===== src/source/lsu_pkg.sv =====
/*
 * LSU package
 * Sizes of the DCCM, the store buffer and the starvation timer, and the
 * packets that move between the stages of the load/store pipeline.
 */
package lsu_pkg;

   localparam int         DCCM_WORDS   = 256;                      // 32-bit words
   localparam int         DCCM_IDX_W   = 8;                        // Word index width
   localparam logic [3:0] DCCM_REGION  = 4'hf;                     // Address bits 31:28
   localparam int         STBUF_DEPTH  = 4;
   localparam int         STBUF_PTR_W  = 2;
   localparam int         STARVE_LIMIT = 8;                        // Blocked drains before load stall
   localparam int         STARVE_CNT_W = $clog2(STARVE_LIMIT + 1);

   typedef enum logic [1:0] {
      SZ_BYTE = 2'd0,
      SZ_HALF = 2'd1,
      SZ_WORD = 2'd2
   } lsu_size_e;

   typedef struct packed {
      logic        valid;
      logic        load;
      logic        store;
      logic        unsign;                                         // Zero extend on load
      lsu_size_e   size;
      logic [31:0] rs1;                                            // Base register
      logic [11:0] offset;                                         // Signed immediate
      logic [31:0] store_data;
   } lsu_req_t;

   // One address, seen either as a byte address or as DCCM fields
   typedef union packed {
      logic [31:0] byte_addr;
      struct packed {
         logic [3:0]            region;
         logic [17:0]           unused;                            // Must be zero inside the DCCM
         logic [DCCM_IDX_W-1:0] index;
         logic [1:0]            byte_off;
      } f;
   } lsu_addr_u;

   typedef struct packed {
      logic        valid;
      logic        load;                                           // Cleared on a fault
      logic        store;                                          // Cleared on a fault
      logic        unsign;
      lsu_size_e   size;
      lsu_addr_u   addr;
      logic [31:0] wdata;                                          // Already on its byte lanes
      logic [3:0]  be;
   } lsu_pkt_t;

   typedef struct packed {
      logic        exc_valid;
      logic        misaligned;
      logic        access_fault;
      logic [31:0] addr;
   } lsu_error_t;

   typedef struct packed {
      logic        valid;
      logic [31:0] data;
   } lsu_result_t;

   typedef struct packed {
      logic [31:0] data;
      logic [3:0]  be;
   } lsu_fwd_t;

   typedef enum logic [1:0] {
      IDLE     = 2'd0,
      DRAIN    = 2'd1,
      PRIORITY = 2'd2
   } lsu_drain_e;

endpackage


===== src/source/lsu_stbuf.sv =====
/*
 * Store buffer
 * Holds committed stores until the drain control writes them into the
 * DCCM, oldest first. Compares the DC2 load against its entries and the
 * DC3 store byte by byte and registers the forwarded bytes for DC3.
 */
`timescale 1ns/1ns

module lsu_stbuf (
   input  logic                               clk,
   input  logic                               arst_n,
   input  lsu_pkg::lsu_pkt_t                  pkt_dc2,
   input  lsu_pkg::lsu_pkt_t                  pkt_dc3,
   input  logic                               flush_dc3,
   input  logic                               drain_en,
   input  logic [1:0]                         stores_in_flight,
   output logic                               dccm_wr_en,
   output logic [lsu_pkg::DCCM_IDX_W-1:0]     dccm_wr_idx,
   output logic [31:0]                        dccm_wr_data,
   output logic [3:0]                         dccm_wr_be,
   output lsu_pkg::lsu_fwd_t                  fwd_dc3,
   output logic                               stbuf_empty,
   output logic                               lsu_store_stall
);

   typedef struct packed {
      logic [lsu_pkg::DCCM_IDX_W-1:0] idx;
      logic [31:0]                    data;
      logic [3:0]                     be;
   } stbuf_entry_t;

   stbuf_entry_t                    entry [lsu_pkg::STBUF_DEPTH];
   logic [lsu_pkg::STBUF_DEPTH-1:0] vld;
   logic [lsu_pkg::STBUF_PTR_W-1:0] wr_ptr;
   logic [lsu_pkg::STBUF_PTR_W-1:0] rd_ptr;
   logic [lsu_pkg::STBUF_PTR_W:0]   count;
   logic [lsu_pkg::STBUF_PTR_W:0]   free;
   logic                            wr_en;
   lsu_pkg::lsu_fwd_t               fwd_dc2;

   assign wr_en = pkt_dc3.valid & pkt_dc3.store & ~flush_dc3;  // Commit from DC3

   always_ff @(posedge clk or negedge arst_n) begin
      if (!arst_n) begin
         vld    <= '0;
         wr_ptr <= '0;
         rd_ptr <= '0;
         count  <= '0;
      end else begin
         if (wr_en) begin
            vld[wr_ptr] <= 1'b1;
            wr_ptr      <= wr_ptr + 1'b1;
         end
         if (drain_en) begin
            vld[rd_ptr] <= 1'b0;                               // Pop oldest
            rd_ptr      <= rd_ptr + 1'b1;
         end
         count <= count + {{lsu_pkg::STBUF_PTR_W{1'b0}}, wr_en} -
                  {{lsu_pkg::STBUF_PTR_W{1'b0}}, drain_en};
      end
   end

   always_ff @(posedge clk) begin
      if (wr_en) begin
         entry[wr_ptr] <= '{idx: pkt_dc3.addr.f.index, data: pkt_dc3.wdata, be: pkt_dc3.be};
      end
   end

   assign dccm_wr_en   = drain_en;
   assign dccm_wr_idx  = entry[rd_ptr].idx;
   assign dccm_wr_data = entry[rd_ptr].data;
   assign dccm_wr_be   = entry[rd_ptr].be;

   //**************************************************
   // Store-to-load forwarding, compared in DC2
   //**************************************************
   always_comb begin
      logic [lsu_pkg::STBUF_PTR_W-1:0] ptr;
      fwd_dc2 = '0;
      // Walk oldest to newest so younger bytes overwrite older ones
      for (int i = 0; i < lsu_pkg::STBUF_DEPTH; i++) begin
         ptr = rd_ptr + i[lsu_pkg::STBUF_PTR_W-1:0];
         for (int b = 0; b < 4; b++) begin
            if (vld[ptr] && entry[ptr].be[b] && (entry[ptr].idx == pkt_dc2.addr.f.index)) begin
               fwd_dc2.data[8*b +: 8] = entry[ptr].data[8*b +: 8];
               fwd_dc2.be[b]          = 1'b1;
            end
         end
      end
      for (int b = 0; b < 4; b++) begin
         if (wr_en && pkt_dc3.be[b] && (pkt_dc3.addr.f.index == pkt_dc2.addr.f.index)) begin
            fwd_dc2.data[8*b +: 8] = pkt_dc3.wdata[8*b +: 8];  // DC3 store is youngest
            fwd_dc2.be[b]          = 1'b1;
         end
      end
      if (!(pkt_dc2.valid && pkt_dc2.load)) begin
         fwd_dc2.be = '0;
      end
   end

   always_ff @(posedge clk) begin
      fwd_dc3 <= fwd_dc2;
   end

   assign free            = (lsu_pkg::STBUF_PTR_W + 1)'(lsu_pkg::STBUF_DEPTH) - count;
   assign stbuf_empty     = (count == '0);
   assign lsu_store_stall = (free <= {1'b0, stores_in_flight});  // Room for every store in flight

endmodule


===== config.mk =====
export PLATFORM = sky130hd
export DESIGN_NAME = lsu_stbuf
export DESIGN_NICKNAME = d
export VERILOG_FILES = /design/src/source/lsu_pkg.sv /design/src/source/lsu_stbuf.sv
export SDC_FILE = /design/constraint.sdc
export NUM_CORES = 1
export LEC_CHECK = 0
export BUFFER_PORTS_ARGS = -buffer_cell sky130_fd_sc_hd__buf_2
export CAP_MARGIN = 40
export CORE_UTILIZATION = 40
export DETAILED_ROUTE_END_ITERATION = 16
export PLACE_DENSITY = 0.69
export SLEW_MARGIN = 20
export SYNTH_ARGS = -nofsm -noshare
export SYNTH_HDL_FRONTEND = slang
export SYNTH_SLANG_ARGS = --single-unit

===== constraint.sdc =====
create_clock -name clk -period 7.1 [get_ports clk]
set_clock_uncertainty 0.1 [all_clocks]
set_input_delay 1.42 -clock clk [delete_from_list [all_inputs] [get_ports clk]]
set_output_delay 1.42 -clock clk [all_outputs]
set_load 0.1 [all_outputs]

; Word-level counts from Yosys, hierarchy flattened
; Memory sizes are Yosys's and may differ from the RTL's.
; Index checks and enable logic that the tools add are counted.
[classes]
n_addsub = 7
n_lt_le_gt_ge = 8
eq_ne = 5
muxes = 56
bitwise = 6
reduce_logical = 44
[ops]
columns = cell, n
row1 = two-way mux 8 bit, 20
row2 = logical AND 1 bit, 43
row3 = == test 8 bit, 5
row4 = two-way mux 1 bit, 28
row5 = "< comparator 2 x 3 -> 1 bit, second input constant", 5
row6 = binary-select mux 1 bit (select 2 bit), 4
row7 = two-way mux 4 bit, 2
row8 = "adder 2 x 1 -> 2 bit, second input constant", 2
row9 = "adder 2 bit, second input constant", 2
row10 = AND 4 bit, 1
row11 = demux 1 bit (select 2 bit), 2
row12 = ">= comparator 2 x 1 -> 1 bit, second input constant", 2
row13 = NOT 4 bit, 1
row14 = bitwise OR 4 bit, 1
row15 = adder 3 x 1 -> 3 bit, 1
row16 = <= comparator 3 x 2 -> 1 bit, 1
row17 = logical NOT 3 bit, 1
row18 = subtractor 3 x 1 -> 3 bit, 1
row19 = "subtractor 3 bit, first input constant", 1
row20 = AND 1 bit, 2
row21 = NOT 1 bit, 1
[totals]
reg_bits = 47
ramBits = 176
input_bits = 154
out_inout_bits = 83
wordCells = 133
memories = 1
[memory_table]
columns = name, depth, width, read_ports, rd_ports_with_merged_regs, write_ports, line_no
row1 = entry, 4, 44, 4, 0, 1, lsu_stbuf.sv:32  ; stbuf_entry_t entry [lsu_pkg::STBUF_DEPTH];

; Longest topological paths before layout
; Gate-level depths: netlist of run 1.
[depth]
word_depth = 9
depth_mapped = 19
depth_no_buf = 10

; Worst setup path after synthesis of run 1
; Ideal clock, no wire load.
[synth_path]
path_kind = reg2reg
startpoint = reg rd_ptr[1] in the netlist's numbering
endpoint = reg fwd_dc3[6] in the netlist's numbering
setup_ps = 122
arrival_time_ps = 4919
t_required_ps = 6878
setup_slack_ps = 1959
stages_incl_launch_ff = 19
path_buffers = 8
synth_period_minus_slack_ps = 5141
cell_sequence = dfrtp_1 > buf_2 > buf_1 > clkbuf_1 > buf_1 > clkbuf_1 > inv_1 > ha_1 > buf_6 > buf_6 > mux4_2 > xor2_1 > nor4_4 > o2111a_1 > buf_2 > nand3b_2 > o211a_1 > nor3_1 > a221o_1
[synth_rtl]
columns = element, line_no
row1 = start: declaration, lsu_stbuf.sv:35  ; logic [lsu_pkg::STBUF_PTR_W-1:0] rd_ptr;
row2 = start signal: assignment, lsu_stbuf.sv:56  ; rd_ptr <= rd_ptr + 1'b1;
row3 = end signal: assignment, lsu_stbuf.sv:102  ; fwd_dc3 <= fwd_dc2;
row4 = end: declaration, lsu_stbuf.sv:21  ; output lsu_pkg::lsu_fwd_t fwd_dc3,

; Worst setup path in the final report of run 1
[layout_path]
startpoint = reg rd_ptr[0] in the netlist's numbering
endpoint = out dccm_wr_be[1]
[layout_via]
elab_chain_len = 1
[layout_lines]
columns = element, line_no
row1 = memory read (4 x 44 bit), -
row2 = end: declaration, lsu_stbuf.sv:20  ; output logic [3:0] dccm_wr_be,
; No other way between the ends.

==> out/metrics.cfg, run 1 <==
[clock_tree]
post_cts_buffers=0
cts_num_sinks=223
insertion_delay_ps=540
cts.path.max_buffers=3
cts-root-buf=clkbuf_16
cts_tree=yes
h-tree-depth=1
clk_pin_slew_worst_paths_ps=60
post_cts_resized=0
hold_buffers=0
cts_buffers=27

[sta]
final_max_slew_viol_count=0
rsz0062_at_grt=false
fmax_ghz=0.2063
tightest_slew_ps=880.3
final-hold-violation-count=0
final.min_clock_period_ps=4848
setup_viol=0
slew_headroom_pct=41.31
fin_tns_setup_ps=0
post-route-period-util_pct=68.28
worst_slack_ps=2252

[placed_design]
dpl-instance-area_um2=14270
hpwl_mm=21.59
io_buffers=144
dpl_worst_slack_ps=2014
gp_congestion=0.7615

[drt]
post_drt_wl_per_cell_um=23.25
totalWireLength_mm=33.41
drtAntennaViolNets=0
vias=8803
drt_iter0_drc=867
dr.pass1.iters=6
drt-vias-per-instance=6.126
drc_errors=0

[min_path]
hold_path_depth=1
hp-start=count[2]
hp-class=flip-flop to flip-flop
hold_path_end=count[2]

[critical_path]
r2r_cells=11
worstSetupEndpointType=primary output
critPathLaunchType=flip-flop
cp_slowest_cell=mux4_2
critPathMaxFanout=125
crit_chain=buf_4 > buf_16 > buf_12 > mux4_2 > buf_2
critical_path.max_stage_delay_ps=770
reg2reg_setup_slack_ps=2420
arrival_ps=3330
reg2reg_from=rd_ptr[1]
r2r_end=fwd_dc3[7]
critPathRequiredTime_ps=5580
criticalPathCategory=flip-flop to primary output

[power]
ir_worst_vdd_mv=0.4315
powerDensity_nw_per_um2=452.6
leakagePower_uw=0.005469

[job]
maxCapViolations=0

[grt]
grt_pass1_vias=8548
antenna_found_initial=6
grt-ovfl-total=0
grt_max_degree=126
grt_pass1_wl_mm=50.36
groute.usage.overall_pct=19.85

[finish]
fillers=2853
seqCellArea_um2=6289
fin_area_um2=15240
drive_gt1_share_pct=39.21
multi_input_area_um2=6460
area_growth_pct=15.45
layout.nets=1141

[synthesis]
netlist_area_um2=13200
synth_cells=858
synth_ff_type=edfxtp_1
yosysSeqAreaShare_pct=47.58
yosysUniqueCellTypes=48
synth_edf_count=176
syn_nets=1027
syn_avg_cell_area_um2=15.39
synthArstFlopShare_pct=4.933
ys_ff_latch=223
yosys_warnings=0

[floorplanning]
fp.dieW_um=183.7
die_h_um=183.7
die-area_um2=33730
start_util_pct=40.57
core_um2=32540
num_rows=66
ios=237

[run_status]
status=completed

synth_stat cells (3+ instances only):
cell type	instances	area, um2
xnor2_1	19	166.4
dfxtp_1	36	720.7
nand4_1	27	168.9
a311oi_1	15	131.4
mux2i_1	15	150.1
mux4_2	170	3829
a22oi_1	11	82.58
a21oi_1	5	25.02
dfrtp_1	11	275.3
buf_1	15	56.30
a2bb2oi_1	4	35.03
nand3_1	41	205.2
buf_6	4	45.04
xor2_1	35	306.5
buf_4	12	90.09
and3b_1	4	35.03
ha_1	14	175.2
o211ai_1	9	67.56
a221o_1	21	210.2
a41o_1	3	30.03
buf_2	17	85.08
nand2_1	29	108.9
nor2_1	29	108.9
o21ai_0	6	30.03
clkbuf_1	31	116.4
and3_1	26	162.7
nor3_1	9	45.04
a211oi_1	3	22.52
o211a_1	8	80.08
and2_1	10	62.56
inv_1	23	86.33
edfxtp_1	176	5285
through the flow:
step                      total power (uW)  util, %  instances  hold WS (ps)
after floorplan                       4956        -        858         345.5
after global placement                5433    43.65       1376         365.2
after detailed placement              5496    43.86       1382         371.4
after CTS                             6918    46.68       1431         383.9
after global routing                  7194    46.83       1435         395.0
final                                 6897    46.84       1437         376.4
critical path: cells and delay by family, from the launching register on:
| family | cells | cell delay (ps) |
|---|---|---|
| buf+inv | 4 | 1540 |
| flops | 1 | 400 |
| mux | 1 | 770 |
cells in the final DEF (no fill, tap or decap), types with 6 or more instances in the layout:
master	n
clkbuf_16	28
o211ai_1	9
xor2_1	35
buf_2	146
buf_4	13
dfrtp_1	9
xnor2_1	19
nand4_1	27
a221o_1	21
inv_1	23
a311oi_1	15
nand2_1	29
ha_1	13
nor3_1	9
mux2i_1	15
edfxtp_1	176
a22oi_1	11
o21ai_0	6
dfxtp_1	36
and2_1	6
nand3_1	41
and3_1	26
o211a_1	8
mux4_2	170
nor2_1	29
cell type report:
class,count,share of cell area [%]
clock buffer,34,4.811
antenna,3,0.04926
sequential,223,41.26
inverter,23,0.5665
multi-input combinational,533,42.39
clock inverter,15,1.207
timing repair buffer,164,6.091
tap,442,3.629
cells by family (layout without fill, tap and decap cells):
| family | Yosys count | count (layout) | synth area share, % |
|---|---|---|---|
| adders and majority gates | 15 | 15 | 1.479 |
| buffers and inverters | 102 | 236 | 3.630 |
| xor gates and xnor gates | 54 | 54 | 3.583 |
| DFF | 223 | 223 | 47.58 |
| muxes | 186 | 186 | 30.22 |
| AOI/OAI and AO/OA | 94 | 94 | 6.009 |
| other | 0 | 3 | 0 |
| and+or+nand+nor | 184 | 184 | 7.497 |
state kept, by name, summed over array words and instances, names as in the netlist:
register  cells
wr_ptr        2
vld           4
entry       176
fwd_dc3      36
count         3
rd_ptr        2
layer usage:
metal / GRT usage (%) / part of all wire (%) / vias to the layer above
met5: 0 / 0.10 / -
met4: 6.100 / 2.2 / 6
met3: 4.754 / 9.8 / 76
met2: 32.11 / 48 / 427
met1: 26.49 / 39 / 4460
li1: - / - / 3834
how the worst max path moves through the flow:
stage	to	startpoint	depth (start not counted)	slack [ps]
global placement	fwd_dc3[7]	rd_ptr[1]	10	2020
detailed placement	fwd_dc3[7]	rd_ptr[1]	10	2010
CTS	dccm_wr_be[1]	rd_ptr[0]	4	1980
finish	dccm_wr_be[1]	rd_ptr[0]	5	2250
global route	dccm_wr_be[1]	rd_ptr[0]	5	2020
floorplan	fwd_dc3[6]	rd_ptr[1]	18	1960
where the power goes:
group          internal, uW  leakage [uW]  total, uW  switching, uW
registers              1500       0.00201       1610            107
logic                  1460       0.00301       3880           2420
clock network           874      0.000442       1410            535
Power figures use the tool's default switching activity.
==> run 2, diff against run 1 <==
- PLACE_DENSITY: 0.69 -> 0.72
- clock period: 7.1 -> 3.94 ns (I/O delays scaled with it)
==> run 2 against run 1 <==
- the flow now finishes with violations (DRC)
- core utilization up 0.75 points
- clock-buffer cell count decreased by 2
- total power increased by 82%
==> out/metrics.cfg, run 2 (synthesis gave the netlist of run 1 again) <==
[run_status]
status=complete, but fails checks
violations=DRC

[grt]
grt_pass1_vias=8906  ; +4.2%
antenna_found_initial=8  ; +2
groute.usage.overall_pct=20.32  ; +0.47 points
grt-ovfl-total=0  ; unchanged
grt_max_degree=91  ; -28%
grt_pass1_wl_mm=52.27  ; +3.8%

[floorplanning]
num_rows=66  ; unchanged
die_h_um=183.7  ; unchanged
core_um2=32540  ; unchanged
start_util_pct=40.57  ; unchanged
fp.dieW_um=183.7  ; unchanged
die-area_um2=33730  ; unchanged
ios=237  ; unchanged

[clock_tree]
cts_tree=yes
cts.path.max_buffers=3  ; unchanged
cts-root-buf=clkbuf_16
h-tree-depth=1  ; unchanged
hold_buffers=0  ; unchanged
insertion_delay_ps=540  ; about the same
cts_num_sinks=223  ; unchanged
clk_pin_slew_worst_paths_ps=60  ; about the same
cts_buffers=26  ; -3.7%

[placed_design]
hpwl_mm=22.68  ; +5.0%
dpl_worst_slack_ps=125.8  ; -1888 ps
gp_congestion=0.8011  ; +5.2%
io_buffers=144  ; unchanged

[sta]
final_max_slew_viol_count=0  ; unchanged
post-route-period-util_pct=97.35
final-hold-violation-count=0  ; unchanged
tightest_slew_ps=733.8  ; -146.6 ps
slew_headroom_pct=51.03  ; +9.7 points
fmax_ghz=0.2607
fin_tns_setup_ps=0  ; unchanged
setup_viol=0  ; unchanged
worst_slack_ps=104.3  ; -2148 ps
final.min_clock_period_ps=3836
rsz0062_at_grt=false

[finish]
largest_reg_flops=176  ; unchanged
layout.nets=1159  ; +1.6%
regMostFlops=entry
final_cell_mix=176 x edfxtp_1, 170 x mux4_2, 142 x buf_2, 40 x nand3_1, 36 x dfxtp_1
top_regs=entry (176), fwd_dc3 (36), vld (4)
area_growth_pct=17.29
drive_gt1_share_pct=40.69  ; +1.5 points
layout_commonest_cell=edfxtp_1

[critical_path]
criticalPathCategory=flip-flop to primary output
critPathMaxFanout=63  ; -50%
critPathRequiredTime_ps=3050  ; -2530 ps
worstSetupEndpointType=primary output
arrival_ps=2950  ; -380 ps
critPathLaunchType=flip-flop

[drt]
dr.pass1.iters=11  ; +5
totalWireLength_mm=34.26  ; +2.5%
drt_iter0_drc=872  ; +0.58%
drt-vias-per-instance=6.214  ; +1.4%
drc_errors=2  ; +2
post_drt_wl_per_cell_um=23.53  ; +1.2%
drtAntennaViolNets=0  ; unchanged
vias=9048  ; +2.8%

[min_path]
hp-class=input port to asynchronous set/reset pin

[power]
leakagePower_uw=0.005625  ; +2.8%
powerDensity_nw_per_um2=811.0  ; +79%
ir_worst_vdd_mv=0.7003  ; +62%

[job]
maxCapViolations=0  ; unchanged

-- run 2: metrics by stage --
stage	power [uW]	hold WS, ps	instance area [um2]	std cells	utilization [%]
floorplan	9043	345.5	13320	858	-
global placement	9992	365.5	14520	1401	44.62
detailed placement	10070	365.1	14530	1403	44.67
CTS	12580	15.57	15440	1451	47.45
global route	13090	21.79	15480	1455	47.58
finish	12560	21.48	15480	1456	47.59
-- run 2: where the power goes --
group          internal (uW)  switching [uW]
registers               2710             128
logic                   2720            4520
clock network           1540             936
-- run 2: metal layers --
metal  up-vias  track usage, %  part of all wire (%)  routed length, um
met5         -               0                  0.15                 50
met4         8           5.700                   2.2                769
met3        67           5.151                    10               3471
met2       453           32.98                    48              16440
met1      4654           27.04                    39              13520
li1       3866               -                     -                  -
-- run 2: critical path, stage by stage (launching register included) --
cell and delay, ps:
dfrtp_4 450, buf_6 520, buf_4 560, mux4_2 360, buf_2 440
-- run 2: timing repair --
item,in CTS,in global routing
setup endpoints to repair,12,43
gates cloned,0,1
gates resized for setup,3,4
buffers inserted,0,0
-- run 2: final cells by class --
class / instances / area (um2)
multi-input combinational: 533 / 6484
fill: 2835 / 17050
sequential: 223 / 6289
inverter: 23 / 93.84
clock buffer: 32 / 714.4
tap: 442 / 553.0
clock inverter: 16 / 172.7
antenna: 4 / 10.01
timing repair buffer: 183 / 1167
-- run 2: final timing paths --
check                                from            end  slack [ps]  depth (start not counted)
max in group asynchronous          arst_n      rd_ptr[1]        3470                          1
worst max register to register  rd_ptr[0]    fwd_dc3[12]         130                         10
worst min-delay path               arst_n       count[0]          20                          1
worst min register to register   count[2]       count[2]         370                          1
worst max-delay path            rd_ptr[1]  dccm_wr_be[2]         100                          4
min in group clk                 count[2]       count[2]         370                          1
