File: config.mk
export PLATFORM = sky130hd
export DESIGN_NAME = lsu_pipe
export DESIGN_NICKNAME = d
export VERILOG_FILES = /design/src/source/lsu_pkg.sv /design/src/source/lsu_pipe.sv
export SDC_FILE = /design/constraint.sdc
export NUM_CORES = 1
export LEC_CHECK = 0
export ABC_CLOCK_PERIOD_IN_PS = 6500
export CORE_AREA = 2 2 135 137
export DETAILED_ROUTE_END_ITERATION = 16
export DIE_AREA = 0 0 137 139
export DONT_BUFFER_PORTS = 1
export PLACE_DENSITY = 0.71
export SYNTH_ARGS = -nofsm -noshare
export SYNTH_HDL_FRONTEND = slang
export SYNTH_SLANG_ARGS = --single-unit
File: constraint.sdc
create_clock -name clk -period 6.5 [get_ports clk]
set_clock_uncertainty 0.2 [all_clocks]
set_input_delay 0.65 -clock clk [delete_from_list [all_inputs] [get_ports clk]]
set_output_delay 0.65 -clock clk [all_outputs]
set_load 0.02 [all_outputs]
File: src/source/lsu_pkg.sv
/*
 * LSU package
 * Sizes of the DCCM, the store buffer and the starvation timer, and the
 * packets that move between the stages of the load/store pipeline.
 */
package lsu_pkg;

   localparam int         DCCM_WORDS   = 256;                      // 32-bit words
   localparam int         DCCM_IDX_W   = 8;                        // Word index width
   localparam logic [3:0] DCCM_REGION  = 4'hf;                     // Address bits 31:28
   localparam int         STBUF_DEPTH  = 4;
   localparam int         STBUF_PTR_W  = 2;
   localparam int         STARVE_LIMIT = 8;                        // Blocked drains before load stall
   localparam int         STARVE_CNT_W = $clog2(STARVE_LIMIT + 1);

   typedef enum logic [1:0] {
      SZ_BYTE = 2'd0,
      SZ_HALF = 2'd1,
      SZ_WORD = 2'd2
   } lsu_size_e;

   typedef struct packed {
      logic        valid;
      logic        load;
      logic        store;
      logic        unsign;                                         // Zero extend on load
      lsu_size_e   size;
      logic [31:0] rs1;                                            // Base register
      logic [11:0] offset;                                         // Signed immediate
      logic [31:0] store_data;
   } lsu_req_t;

   // One address, seen either as a byte address or as DCCM fields
   typedef union packed {
      logic [31:0] byte_addr;
      struct packed {
         logic [3:0]            region;
         logic [17:0]           unused;                            // Must be zero inside the DCCM
         logic [DCCM_IDX_W-1:0] index;
         logic [1:0]            byte_off;
      } f;
   } lsu_addr_u;

   typedef struct packed {
      logic        valid;
      logic        load;                                           // Cleared on a fault
      logic        store;                                          // Cleared on a fault
      logic        unsign;
      lsu_size_e   size;
      lsu_addr_u   addr;
      logic [31:0] wdata;                                          // Already on its byte lanes
      logic [3:0]  be;
   } lsu_pkt_t;

   typedef struct packed {
      logic        exc_valid;
      logic        misaligned;
      logic        access_fault;
      logic [31:0] addr;
   } lsu_error_t;

   typedef struct packed {
      logic        valid;
      logic [31:0] data;
   } lsu_result_t;

   typedef struct packed {
      logic [31:0] data;
      logic [3:0]  be;
   } lsu_fwd_t;

   typedef enum logic [1:0] {
      IDLE     = 2'd0,
      DRAIN    = 2'd1,
      PRIORITY = 2'd2
   } lsu_drain_e;

endpackage

File: src/source/lsu_pipe.sv
/*
 * LSU pipeline
 * DC1 to DC3 stage registers. Forms the address from base and offset,
 * puts store data on its byte lanes and checks alignment and region in
 * DC1. The error packet is reported in DC3 and dropped on a flush.
 */
`timescale 1ns/1ns

module lsu_pipe (
   input  logic                clk,
   input  logic                arst_n,
   input  lsu_pkg::lsu_req_t   lsu_req,
   input  logic                flush_dc3,
   input  logic                stbuf_empty,
   output lsu_pkg::lsu_pkt_t   pkt_dc1,
   output lsu_pkg::lsu_pkt_t   pkt_dc2,
   output lsu_pkg::lsu_pkt_t   pkt_dc3,
   output logic [1:0]          stores_in_flight,
   output lsu_pkg::lsu_error_t lsu_error_dc3,
   output logic                lsu_idle
);

   lsu_pkg::lsu_req_t   req_dc1;
   lsu_pkg::lsu_addr_u  addr_dc1;
   lsu_pkg::lsu_error_t err_dc1;
   lsu_pkg::lsu_error_t err_dc2;
   lsu_pkg::lsu_error_t err_dc3;
   logic [3:0]          be_dc1;
   logic                op_dc1;
   logic                misaligned_dc1;
   logic                fault_dc1;

   always_ff @(posedge clk or negedge arst_n) begin
      if (!arst_n) begin
         req_dc1 <= '0;
      end else begin
         req_dc1 <= lsu_req;
      end
   end

   //**************************************************
   // DC1 address generation and checks
   //**************************************************
   assign addr_dc1.byte_addr = req_dc1.rs1 + {{20{req_dc1.offset[11]}}, req_dc1.offset};

   assign op_dc1         = req_dc1.valid & (req_dc1.load | req_dc1.store);
   assign misaligned_dc1 = ((req_dc1.size == lsu_pkg::SZ_HALF) & addr_dc1.f.byte_off[0]) |
                           ((req_dc1.size == lsu_pkg::SZ_WORD) & (|addr_dc1.f.byte_off));
   assign fault_dc1      = (addr_dc1.f.region != lsu_pkg::DCCM_REGION) | (|addr_dc1.f.unused);

   always_comb begin
      err_dc1.misaligned   = op_dc1 & misaligned_dc1;
      err_dc1.access_fault = op_dc1 & fault_dc1;
      err_dc1.exc_valid    = err_dc1.misaligned | err_dc1.access_fault;
      err_dc1.addr         = addr_dc1.byte_addr;
   end

   always_comb begin
      case (req_dc1.size)
         lsu_pkg::SZ_BYTE: be_dc1 = 4'b0001;
         lsu_pkg::SZ_HALF: be_dc1 = 4'b0011;
         default:          be_dc1 = 4'b1111;
      endcase
   end

   always_comb begin
      pkt_dc1.valid  = req_dc1.valid;
      pkt_dc1.load   = req_dc1.valid & req_dc1.load & ~err_dc1.exc_valid;  // Faulted ops do nothing
      pkt_dc1.store  = req_dc1.valid & req_dc1.store & ~err_dc1.exc_valid;
      pkt_dc1.unsign = req_dc1.unsign;
      pkt_dc1.size   = req_dc1.size;
      pkt_dc1.addr   = addr_dc1;
      pkt_dc1.wdata  = req_dc1.store_data << {addr_dc1.f.byte_off, 3'b000};
      pkt_dc1.be     = be_dc1 << addr_dc1.f.byte_off;
   end

   //**************************************************
   // DC2 and DC3 stage registers
   //**************************************************
   always_ff @(posedge clk or negedge arst_n) begin
      if (!arst_n) begin
         pkt_dc2 <= '0;
         pkt_dc3 <= '0;
         err_dc2 <= '0;
         err_dc3 <= '0;
      end else begin
         pkt_dc2 <= pkt_dc1;
         pkt_dc3 <= pkt_dc2;
         err_dc2 <= err_dc1;
         err_dc3 <= err_dc2;
      end
   end

   always_comb begin
      lsu_error_dc3           = err_dc3;
      lsu_error_dc3.exc_valid = err_dc3.exc_valid & ~flush_dc3;  // Killed access reports nothing
   end

   assign stores_in_flight = {1'b0, pkt_dc1.store} + {1'b0, pkt_dc2.store} +
                             {1'b0, pkt_dc3.store};

   assign lsu_idle = ~(pkt_dc1.valid | pkt_dc2.valid | pkt_dc3.valid) & stbuf_empty;

endmodule

## Word-level counts from Yosys, hierarchy flattened

Index checks and enable logic that the tools add are counted.

| storage, ports and cells | value |
|---|---|
| bits in registers | 236 |
| input bits | 86 |
| output and inout bits | 260 |
| logic and storage cells | 62 |

| operators by class | value |
|---|---|
| add/sub/neg operators | 3 |
| equality and inequality tests | 3 |
| shift-type cells | 2 |
| mux-type cells | 1 |
| bitwise operators | 20 |
| reductions and logical operators | 3 |

Operator list:

| cell | count |
|---|---|
| $add 32x32->32 | 1 |
| $shl 32x5->32 | 1 |
| $reduce_or 18->1 | 1 |
| $and 1x1->1 | 11 |
| $pmux 4 s2 | 1 |
| $or 1x1->1 | 6 |
| $ne 4x4->1 const B | 1 |
| $shl 4x2->4 | 1 |
| $not 1->1 | 3 |
| $add 1x1->2 | 1 |
| $add 2x1->2 | 1 |
| $eq 2x1->1 const B | 1 |
| $eq 2x2->1 const B | 1 |
| $logic_not 2->1 | 1 |
| $reduce_or 2->1 | 1 |

## Longest topological paths before layout

Gate-level depths: netlist (run 1).

| depth | value |
|---|---|
| depth after elaboration | 10 |
| depth in mapped cells | 13 |
| depth with buffers taken out | 13 |

## Worst setup path before layout (run 1)

Ideal clock, no wire load.

| timing path | value |
|---|---|
| path type | register -> output |
| from | register req_dc1[43] (netlist bit) |
| to | output port stores_in_flight[0] |
| data arrival time | 4.598 ns |
| data required time | 5.650 ns |
| setup slack | 1.052 ns |
| cell stages (with the launch flop) | 13 |
| path buffers | 1 |
| cells stage by stage | dfrtp_1 ha_1 clkbuf_1 nand2_1 o21a_1 a21boi_0 a21boi_0 xnor2_1 or4_1 or4_1 or3_1 nor3_1 fa_1 |

RTL lines:

| element | RTL line | source |
|---|---|---|
| start: declaration | lsu_pipe.sv:23 | `lsu_pkg::lsu_req_t req_dc1;` |
| start signal: assignment | lsu_pipe.sv:37 | `req_dc1 <= lsu_req;` |
| end: declaration | lsu_pipe.sv:18 | `output logic [1:0] stores_in_flight,` |

==> results of run 1 <==
[final cells by class]
cell class	instances	area, sq um
clock buffers	31	698
clock inverters	13	208
fillers	1365	6900
inverters	12	45.0
multi-input cells	401	2720
flip-flops and latches	236	5910
well taps	229	287
repair buffers	89	893
[stage by stage]
stage               util (%)  hold WS, ns  setup WS (ns)  std cells  total power (uW)
floorplan                  -        0.131           1.05        807              2570
global placement        51.0        0.137           1.17        884              2490
detailed placement      51.0        0.136           1.08        884              2510
CTS                     60.9        0.132          0.529       1011              4110
global route            60.9        0.156          0.325       1011              4230
finish                  60.9       0.0814          0.530       1011              4070
[kinds of logic after synthesis]
family | after synthesis | synth area share [%]
DFF | 236 | 60.5
AOI/OAI and AO/OA | 163 | 11.1
muxes | 19 | 1.97
xor gates and xnor gates | 19 | 1.70
and+or+nand+nor | 167 | 8.70
adders and majority gates | 33 | 4.38
buffers and inverters | 170 | 11.7
[power groups by stage]
stage                     Sequential (uW)  Combinational [uW]  Clock [uW]
after floorplan                      1810                 752           0
after global placement               2040                 453           0
after detailed placement             2050                 458           0
after CTS                            2020                 532        1550
after global routing                 2040                 578        1620
final                                2020                 535        1520
[state kept, by name, summed over array words and instances, names as in the netlist]
signal,count
err_dc2,35
err_dc3,1
lsu_error_dc3,34
pkt_dc1,4
pkt_dc2,42
pkt_dc3,42
req_dc1,78
[metal layers]
| layer | share of wire [%] | global-route usage [%] | vias to the layer above |
|---|---|---|---|
| li1 | - | - | 2590 |
| met1 | 37 | 29.2 | 2939 |
| met2 | 51 | 41.2 | 288 |
| met3 | 10 | 7.46 | 47 |
| met4 | 2.3 | 6.78 | 0 |
| met5 | 0 | 0 | - |
[how the worst max path moves through the flow]
stage                 from  slack, ns  cells after the start                   to
2_1_floorplan  req_dc1[43]       1.05                     12  stores_in_flight[0]
3_3_place_gp   req_dc1[32]       1.17                     14  stores_in_flight[0]
3_5_place_dp   req_dc1[44]       1.08                     14  stores_in_flight[0]
4_1_cts        req_dc1[44]       0.53                     14  stores_in_flight[0]
5_1_grt        req_dc1[43]       0.32                     12  stores_in_flight[0]
6_report       req_dc1[43]       0.53                     13  stores_in_flight[0]
[worst max-delay path, cell delays in order (launching register included)]
cell and delay (ns):
dfrtp_1 0.41, buf_4 0.22, ha_1 0.48, nand4_1 0.22
nor3_1 0.07, o2bb2ai_1 0.15, nor3_1 0.36, xnor2_1 0.33
or4_1 0.64, or4_1 0.45, or3_1 0.40, nor3_1 0.20
buf_4 0.20, fa_1 0.51
[cells in the mapped netlist, drive strengths merged (2+ instances only)]
master	number	share of area [%]
a221o	2	0.20
o21ai	34	1.7
nor2	30	1.2
or3	8	0.51
o211ai	6	0.46
nand2b	3	0.19
clkbuf	22	0.85
o211a	2	0.20
a21boi	4	0.31
nor2b	11	0.70
inv	12	0.46
o2bb2ai	2	0.18
or4	2	0.15
buf	136	10
a21oi	45	2.4
nand2	41	1.6
o2111a	2	0.23
a31oi	5	0.38
dfrtp	236	60
mux2i	17	1.7
o311a	2	0.20
a211oi	15	1.2
nand3	13	0.67
nor3	17	0.87
nor4b	2	0.18
o2111ai	4	0.42
o21bai	2	0.15
nand4b	2	0.18
mux2	2	0.23
xnor2	10	0.90
ha	31	4.0
a22oi	2	0.15
o31ai	4	0.31
o21a	10	0.77
nor4	4	0.26
nand4	10	0.64
xor2	9	0.81
a21o	14	1.1
and4	3	0.27
fa	2	0.41
and2	19	1.2
==> impl_metrics.env, run 1 <==
export IMPL_status="complete, no violations"
export IMPL_clockPowerShare_pct=37.3
export IMPL_nets=883
export IMPL_layout_commonest_cell="dfrtp_1"
export IMPL_ys_warn_count=0
export IMPL_cp_arrival_ns=5.12
export IMPL_synth_edf_count=0
export IMPL_synth_nets=926
export IMPL_postLayoutCellArea_sq_mm=0.0108
export IMPL_rr_startpoint="req_dc1[43]"
export IMPL_area_growth_pct=10.1
export IMPL_tns_ns=0
export IMPL_cts_root_buf="clkbuf_16"
export IMPL_die_x_microns=137
export IMPL_p_int_uw=2760
export IMPL_reg2reg_slack_ns=1.75
export IMPL_rsz0062_at_grt="no"
export IMPL_grt_overflow_total=0
export IMPL_ys_ff_latch=236
export IMPL_ant_nets=0
export IMPL_endpoint_kind="output pin"
export IMPL_antenna_found_initial=0
export IMPL_cts_setup_buffers=0
export IMPL_diodes=0
export IMPL_critPathRequiredTime_ns=5.65
export IMPL_async_reset_ff_share_pct=100
export IMPL_avgViaCountPerCell=5.80
export IMPL_syn_area_sq_mm=0.00977
export IMPL_combPwrFrac_pct=13.2
export IMPL_die_area_sq_mm=0.0190
export IMPL_netSwitchingPower_uw=1310
export IMPL_r2r_end="pkt_dc2[72]"
export IMPL_grt_pass1_vias=5960
export IMPL_place_congestion=0.893
export IMPL_layout_min_cycle_time_ns=5.97
export IMPL_ir_drop_mv=0.260
export IMPL_cts_hold_buffers=83
export IMPL_drtIter0Drc=367
export IMPL_leakage_uw=0.00482
export IMPL_final_cell_mix="dfrtp_1 (236), dlygate4sd3_1 (82), a21oi_1 (42)"
export IMPL_rr_worst_depth=11
export IMPL_ys_seq_area_share_pct=60.5
export IMPL_fp_row_count=49
export IMPL_power_density_mw_per_mm2=378
export IMPL_cp_max_fo=18
export IMPL_syn_inst=807
export IMPL_finalSetupViolCount=0
export IMPL_synth_distinct_cells=59
export IMPL_clock_latency_ns=0.50
export IMPL_wl_per_cell_microns=23.4
export IMPL_core_area_sq_mm=0.0177
export IMPL_seqPwrFrac_pct=49.6
export IMPL_die_height_microns=139
export IMPL_tritoncts="done"
export IMPL_grt_use_total_pct=24.1
export IMPL_initial_utilization_pct=55.3
export IMPL_clkTransAtPathRegs_ns=0.06
export IMPL_clock_sinks=236
export IMPL_placed_area_sq_mm=0.00900
export IMPL_io_buffers=0
export IMPL_hold_path_class="primary input to asynchronous set/reset pin"
export IMPL_post_route_period_util_pct=91.8
export IMPL_tightest_slew_ns=1.17
export IMPL_drt_pass1_iterations=6
export IMPL_grt_pass1_wl_microns=35100
export IMPL_maxSlewViolCount=0
export IMPL_io_pins=346
export IMPL_numCtsBuffers=24
export IMPL_clockBufferDepth=3
export IMPL_ctsResizeCount=0
export IMPL_cp_start_kind="flip-flop"
export IMPL_drc=0
export IMPL_synth_ff_type="dfrtp_1"
export IMPL_slew_headroom_pct=21.4
export IMPL_postSynthAreaPerCell_sq_um=12.1
export IMPL_drv_cap=0
export IMPL_layout_drive_gt1_share_pct=7.42
export IMPL_switching_share_pct=32.3
export IMPL_grt_max_degree=237
export IMPL_hold_viol_final=0
export IMPL_route_vias_total=5864
export IMPL_fmax_mhz=168
export IMPL_crit_type="flip-flop to output pin"
export IMPL_h_tree_depth=1
export IMPL_place_detailed_hpwl_microns=16800
export IMPL_routed_wl_microns=23700
Power figures use the tool's default switching activity.
==> run 2, diff against run 1 <==
ABC_AREA = 1   (was not set)
CORE_AREA = not set   (was 2 2 135 137)
CORE_ASPECT_RATIO = 0.75   (was not set)
CORE_UTILIZATION = 60   (was not set)
DIE_AREA = not set   (was 0 0 137 139)
PLACE_DENSITY = 0.76   (was 0.71)
==> run 2 against run 1 <==
Against the previous run:
- hold slack worse by 0.069 ns
- register-to-register slack better by 0.69 ns
- maximum frequency is 5.8% higher
- sequential cell count stayed put
- sequential share of layout area is 0.81 points lower
- sequential power hardly changed
- die area is 9.5% lower
- synthesized area is 2.6% higher
- critical path type unchanged
- routed wire length is 0.59% higher
- highest routed layer unchanged
- total power is 3.4% lower
==> impl_metrics.env, run 2 <==
export IMPL_wl_per_cell_microns=19.3
export IMPL_tns_ns=0
export IMPL_io_buffers=0
export IMPL_synth_common_cells="nand2_1 (258), dfrtp_1 (236), inv_1 (145)"
export IMPL_antenna_found_initial=1
export IMPL_clock_latency_ns=0.50
export IMPL_pre_cts_ws_ns=1.40
export IMPL_grt_pass1_vias=6185
export IMPL_regMostFlops="req_dc1"
export IMPL_layout_commonest_cell="nand2_1"
export IMPL_fp_row_count=40
export IMPL_cts_setup_buffers=0
export IMPL_drt_pass1_iterations=7
export IMPL_clock_sinks=236
export IMPL_die_area_sq_mm=0.0172
export IMPL_finalSetupViolCount=0
export IMPL_ir_drop_mv=0.319
export IMPL_place_detailed_hpwl_microns=18000
export IMPL_rsz0062_at_grt="no"
export IMPL_reg2reg_slack_ns=2.44
export IMPL_status="complete, no violations"
export IMPL_largest_reg_flops=78
export IMPL_cp_max_fo=21
export IMPL_final_cell_mix="nand2_1 (258), dfrtp_1 (236), inv_1 (145)"
export IMPL_yosysTopAreaCell="dfrtp_1"
export IMPL_leakage_uw=0.00564
export IMPL_hold_viol_final=0
export IMPL_r2r_end="pkt_dc2[71]"
export IMPL_grt_pass1_wl_microns=35000
export IMPL_tightest_slew_ns=1.13
export IMPL_layout_drive_gt1_share_pct=4.89
export IMPL_netlist_top_cells_area="dfrtp_1 (59%), buf_4 (10%), nand2_1 (9.7%), inv_1 (5.4%), ha_1 (3.9%)"
export IMPL_nets=1125
export IMPL_numCtsBuffers=22
export IMPL_setup_slack_ns=0.859
export IMPL_area_growth_pct=8.97
export IMPL_fin_total_pwr_uw=3930
export IMPL_postSynthAreaPerCell_sq_um=9.64
export IMPL_yosysMostFrequentCell="nand2_1"
export IMPL_die_height_microns=114
export IMPL_grt_use_total_pct=27.5
export IMPL_post_route_period_util_pct=86.8
export IMPL_cp_start_kind="flip-flop"
export IMPL_routed_wl_microns=23800
export IMPL_clkTransAtPathRegs_ns=0.06
export IMPL_hold_path_class="primary input to asynchronous set/reset pin"
export IMPL_layout_cells_non_filler=1233
export IMPL_crit_end="stores_in_flight[0]"
export IMPL_layout_min_cycle_time_ns=5.64
export IMPL_grt_overflow_total=0
export IMPL_crit_type="flip-flop to output pin"
export IMPL_ys_warn_count=0
export IMPL_crit_chain="ha_1, nand2_1, nor2_1, nand2_1, nor4_1, nand2_1, nand2_1, nand2_1, nand2_1, nand2_1, nor2_1, nand4_1, nand2_1, nand2_2, nor2_1, fa_1"
export IMPL_io_pins=346
export IMPL_worstSetupStartpoint="req_dc1[43]"
export IMPL_rr_worst_depth=15
export IMPL_synth_ff_type="dfrtp_1"
export IMPL_synth_nets=1158
export IMPL_synth_distinct_cells=27
export IMPL_reg_top3="req_dc1: 78 flops, pkt_dc2: 42 flops, pkt_dc3: 42 flops"
export IMPL_critPathRequiredTime_ns=5.65
export IMPL_cts_root_buf="clkbuf_16"
export IMPL_grt_max_degree=237
export IMPL_syn_inst=1039
export IMPL_maxSlewViolCount=0
export IMPL_timing_critical_path_slowest_cell_delay_ns=0.66
export IMPL_synth_edf_count=0
export IMPL_ys_seq_area_share_pct=58.9
export IMPL_ys_ff_latch=236
export IMPL_route_vias_total=6400
export IMPL_rr_startpoint="req_dc1[43]"
export IMPL_drv_cap=0
export IMPL_slowest_stage="dfrtp_1"
export IMPL_ant_nets=0
export IMPL_holdWs_ns=0.0124
export IMPL_core_area_sq_mm=0.0162
export IMPL_dp_cells=1109
export IMPL_clockBufferDepth=3
export IMPL_initial_utilization_pct=62.0
export IMPL_yosysTopAreaCellShare_pct=58.9
export IMPL_ctsResizeCount=0
export IMPL_slew_headroom_pct=24.5
export IMPL_drtIter0Drc=502
export IMPL_drc=0
export IMPL_power_density_mw_per_mm2=360
export IMPL_h_tree_depth=1
export IMPL_fmax_mhz=177
export IMPL_tritoncts="done"
export IMPL_avgViaCountPerCell=5.19
export IMPL_endpoint_kind="output pin"
export IMPL_async_reset_ff_share_pct=100
export IMPL_place_congestion=0.928
export IMPL_crit_top_cell="nand2_1"
export IMPL_die_x_microns=151
export IMPL_syn_area_sq_mm=0.0100
export IMPL_cp_arrival_ns=4.79
[run 2: how the worst min path moves through the flow]
stage | from | end | slack [ns] | depth (start not counted)
finish | arst_n | lsu_error_dc3[5] | 0.01 | 1
floorplan | err_dc2[34] | err_dc3[34] | 0.13 | 0
CTS | arst_n | lsu_error_dc3[5] | 0.11 | 1
global placement | err_dc2[32] | lsu_error_dc3[32] | 0.13 | 0
global route | arst_n | err_dc2[13] | 0.15 | 1
detailed placement | err_dc2[34] | err_dc3[34] | 0.14 | 0
[run 2: routing by layer]
layer  GRT usage [%]  share of wire, %  wire length [microns]  up-vias
li1                -                 -                      -     2995
met1            39.0                42                  10000     3035
met2            42.0                45                  10800      334
met3            7.44                11                   2550       36
met4            6.93               2.0                    467        0
met5               0                 0                      0        -
[run 2: stage by stage]
step           area [sq um]  utilization (%)
6_report              10900             67.5
5_1_grt               10900             67.5
4_1_cts               10900             67.5
3_5_place_dp           9260             57.3
3_3_place_gp           9260             57.3
2_1_floorplan         10000                -
[run 2: worst max-delay path, delay by kind of cell, from the launching register on]
family / cells / cell delay [ns]
adder cells (fa/ha/maj): 2 / 1.18
flip-flops: 1 / 0.66
AND/OR/NAND/NOR: 14 / 2.44
[run 2: logic make-up (layout without fill, tap and decap cells)]
kind of cell    count (synthesis)  in the layout  synth area share, %
compound gates                 62             62                 3.33
xor+xnor                       12             12                 1.05
fa+ha+maj                      33             33                 4.27
buf+inv                       287            270                 15.8
flops                         236            236                 58.9
other cells                     0              1                    0
simple gates                  409            409                 16.6
[run 2: layout make-up]
type / instances / area, sq um
diodes: 1 / 2.50
clock buffers: 29 / 627
clock inverters: 11 / 179
inverters: 145 / 544
well taps: 210 / 263
repair buffers: 85 / 863
fillers: 1199 / 5250
multi-input cells: 516 / 2530
flip-flops and latches: 236 / 5910
[run 2: where the power goes]
| group | switching (uW) | leakage [uW] | internal [uW] |
|---|---|---|---|
| Combinational | 402 | 0.00242 | 137 |
| Sequential | 369 | 0.00283 | 1640 |
| Clock | 535 | 0.000390 | 845 |
| Total | 1310 | 0.00564 | 2620 |
[run 2: timing repair]
item                                    in CTS  in global routing
hold buffers                                83                  0
endpoints found under the setup margin       0                  0
hold endpoints to repair                   318                  0
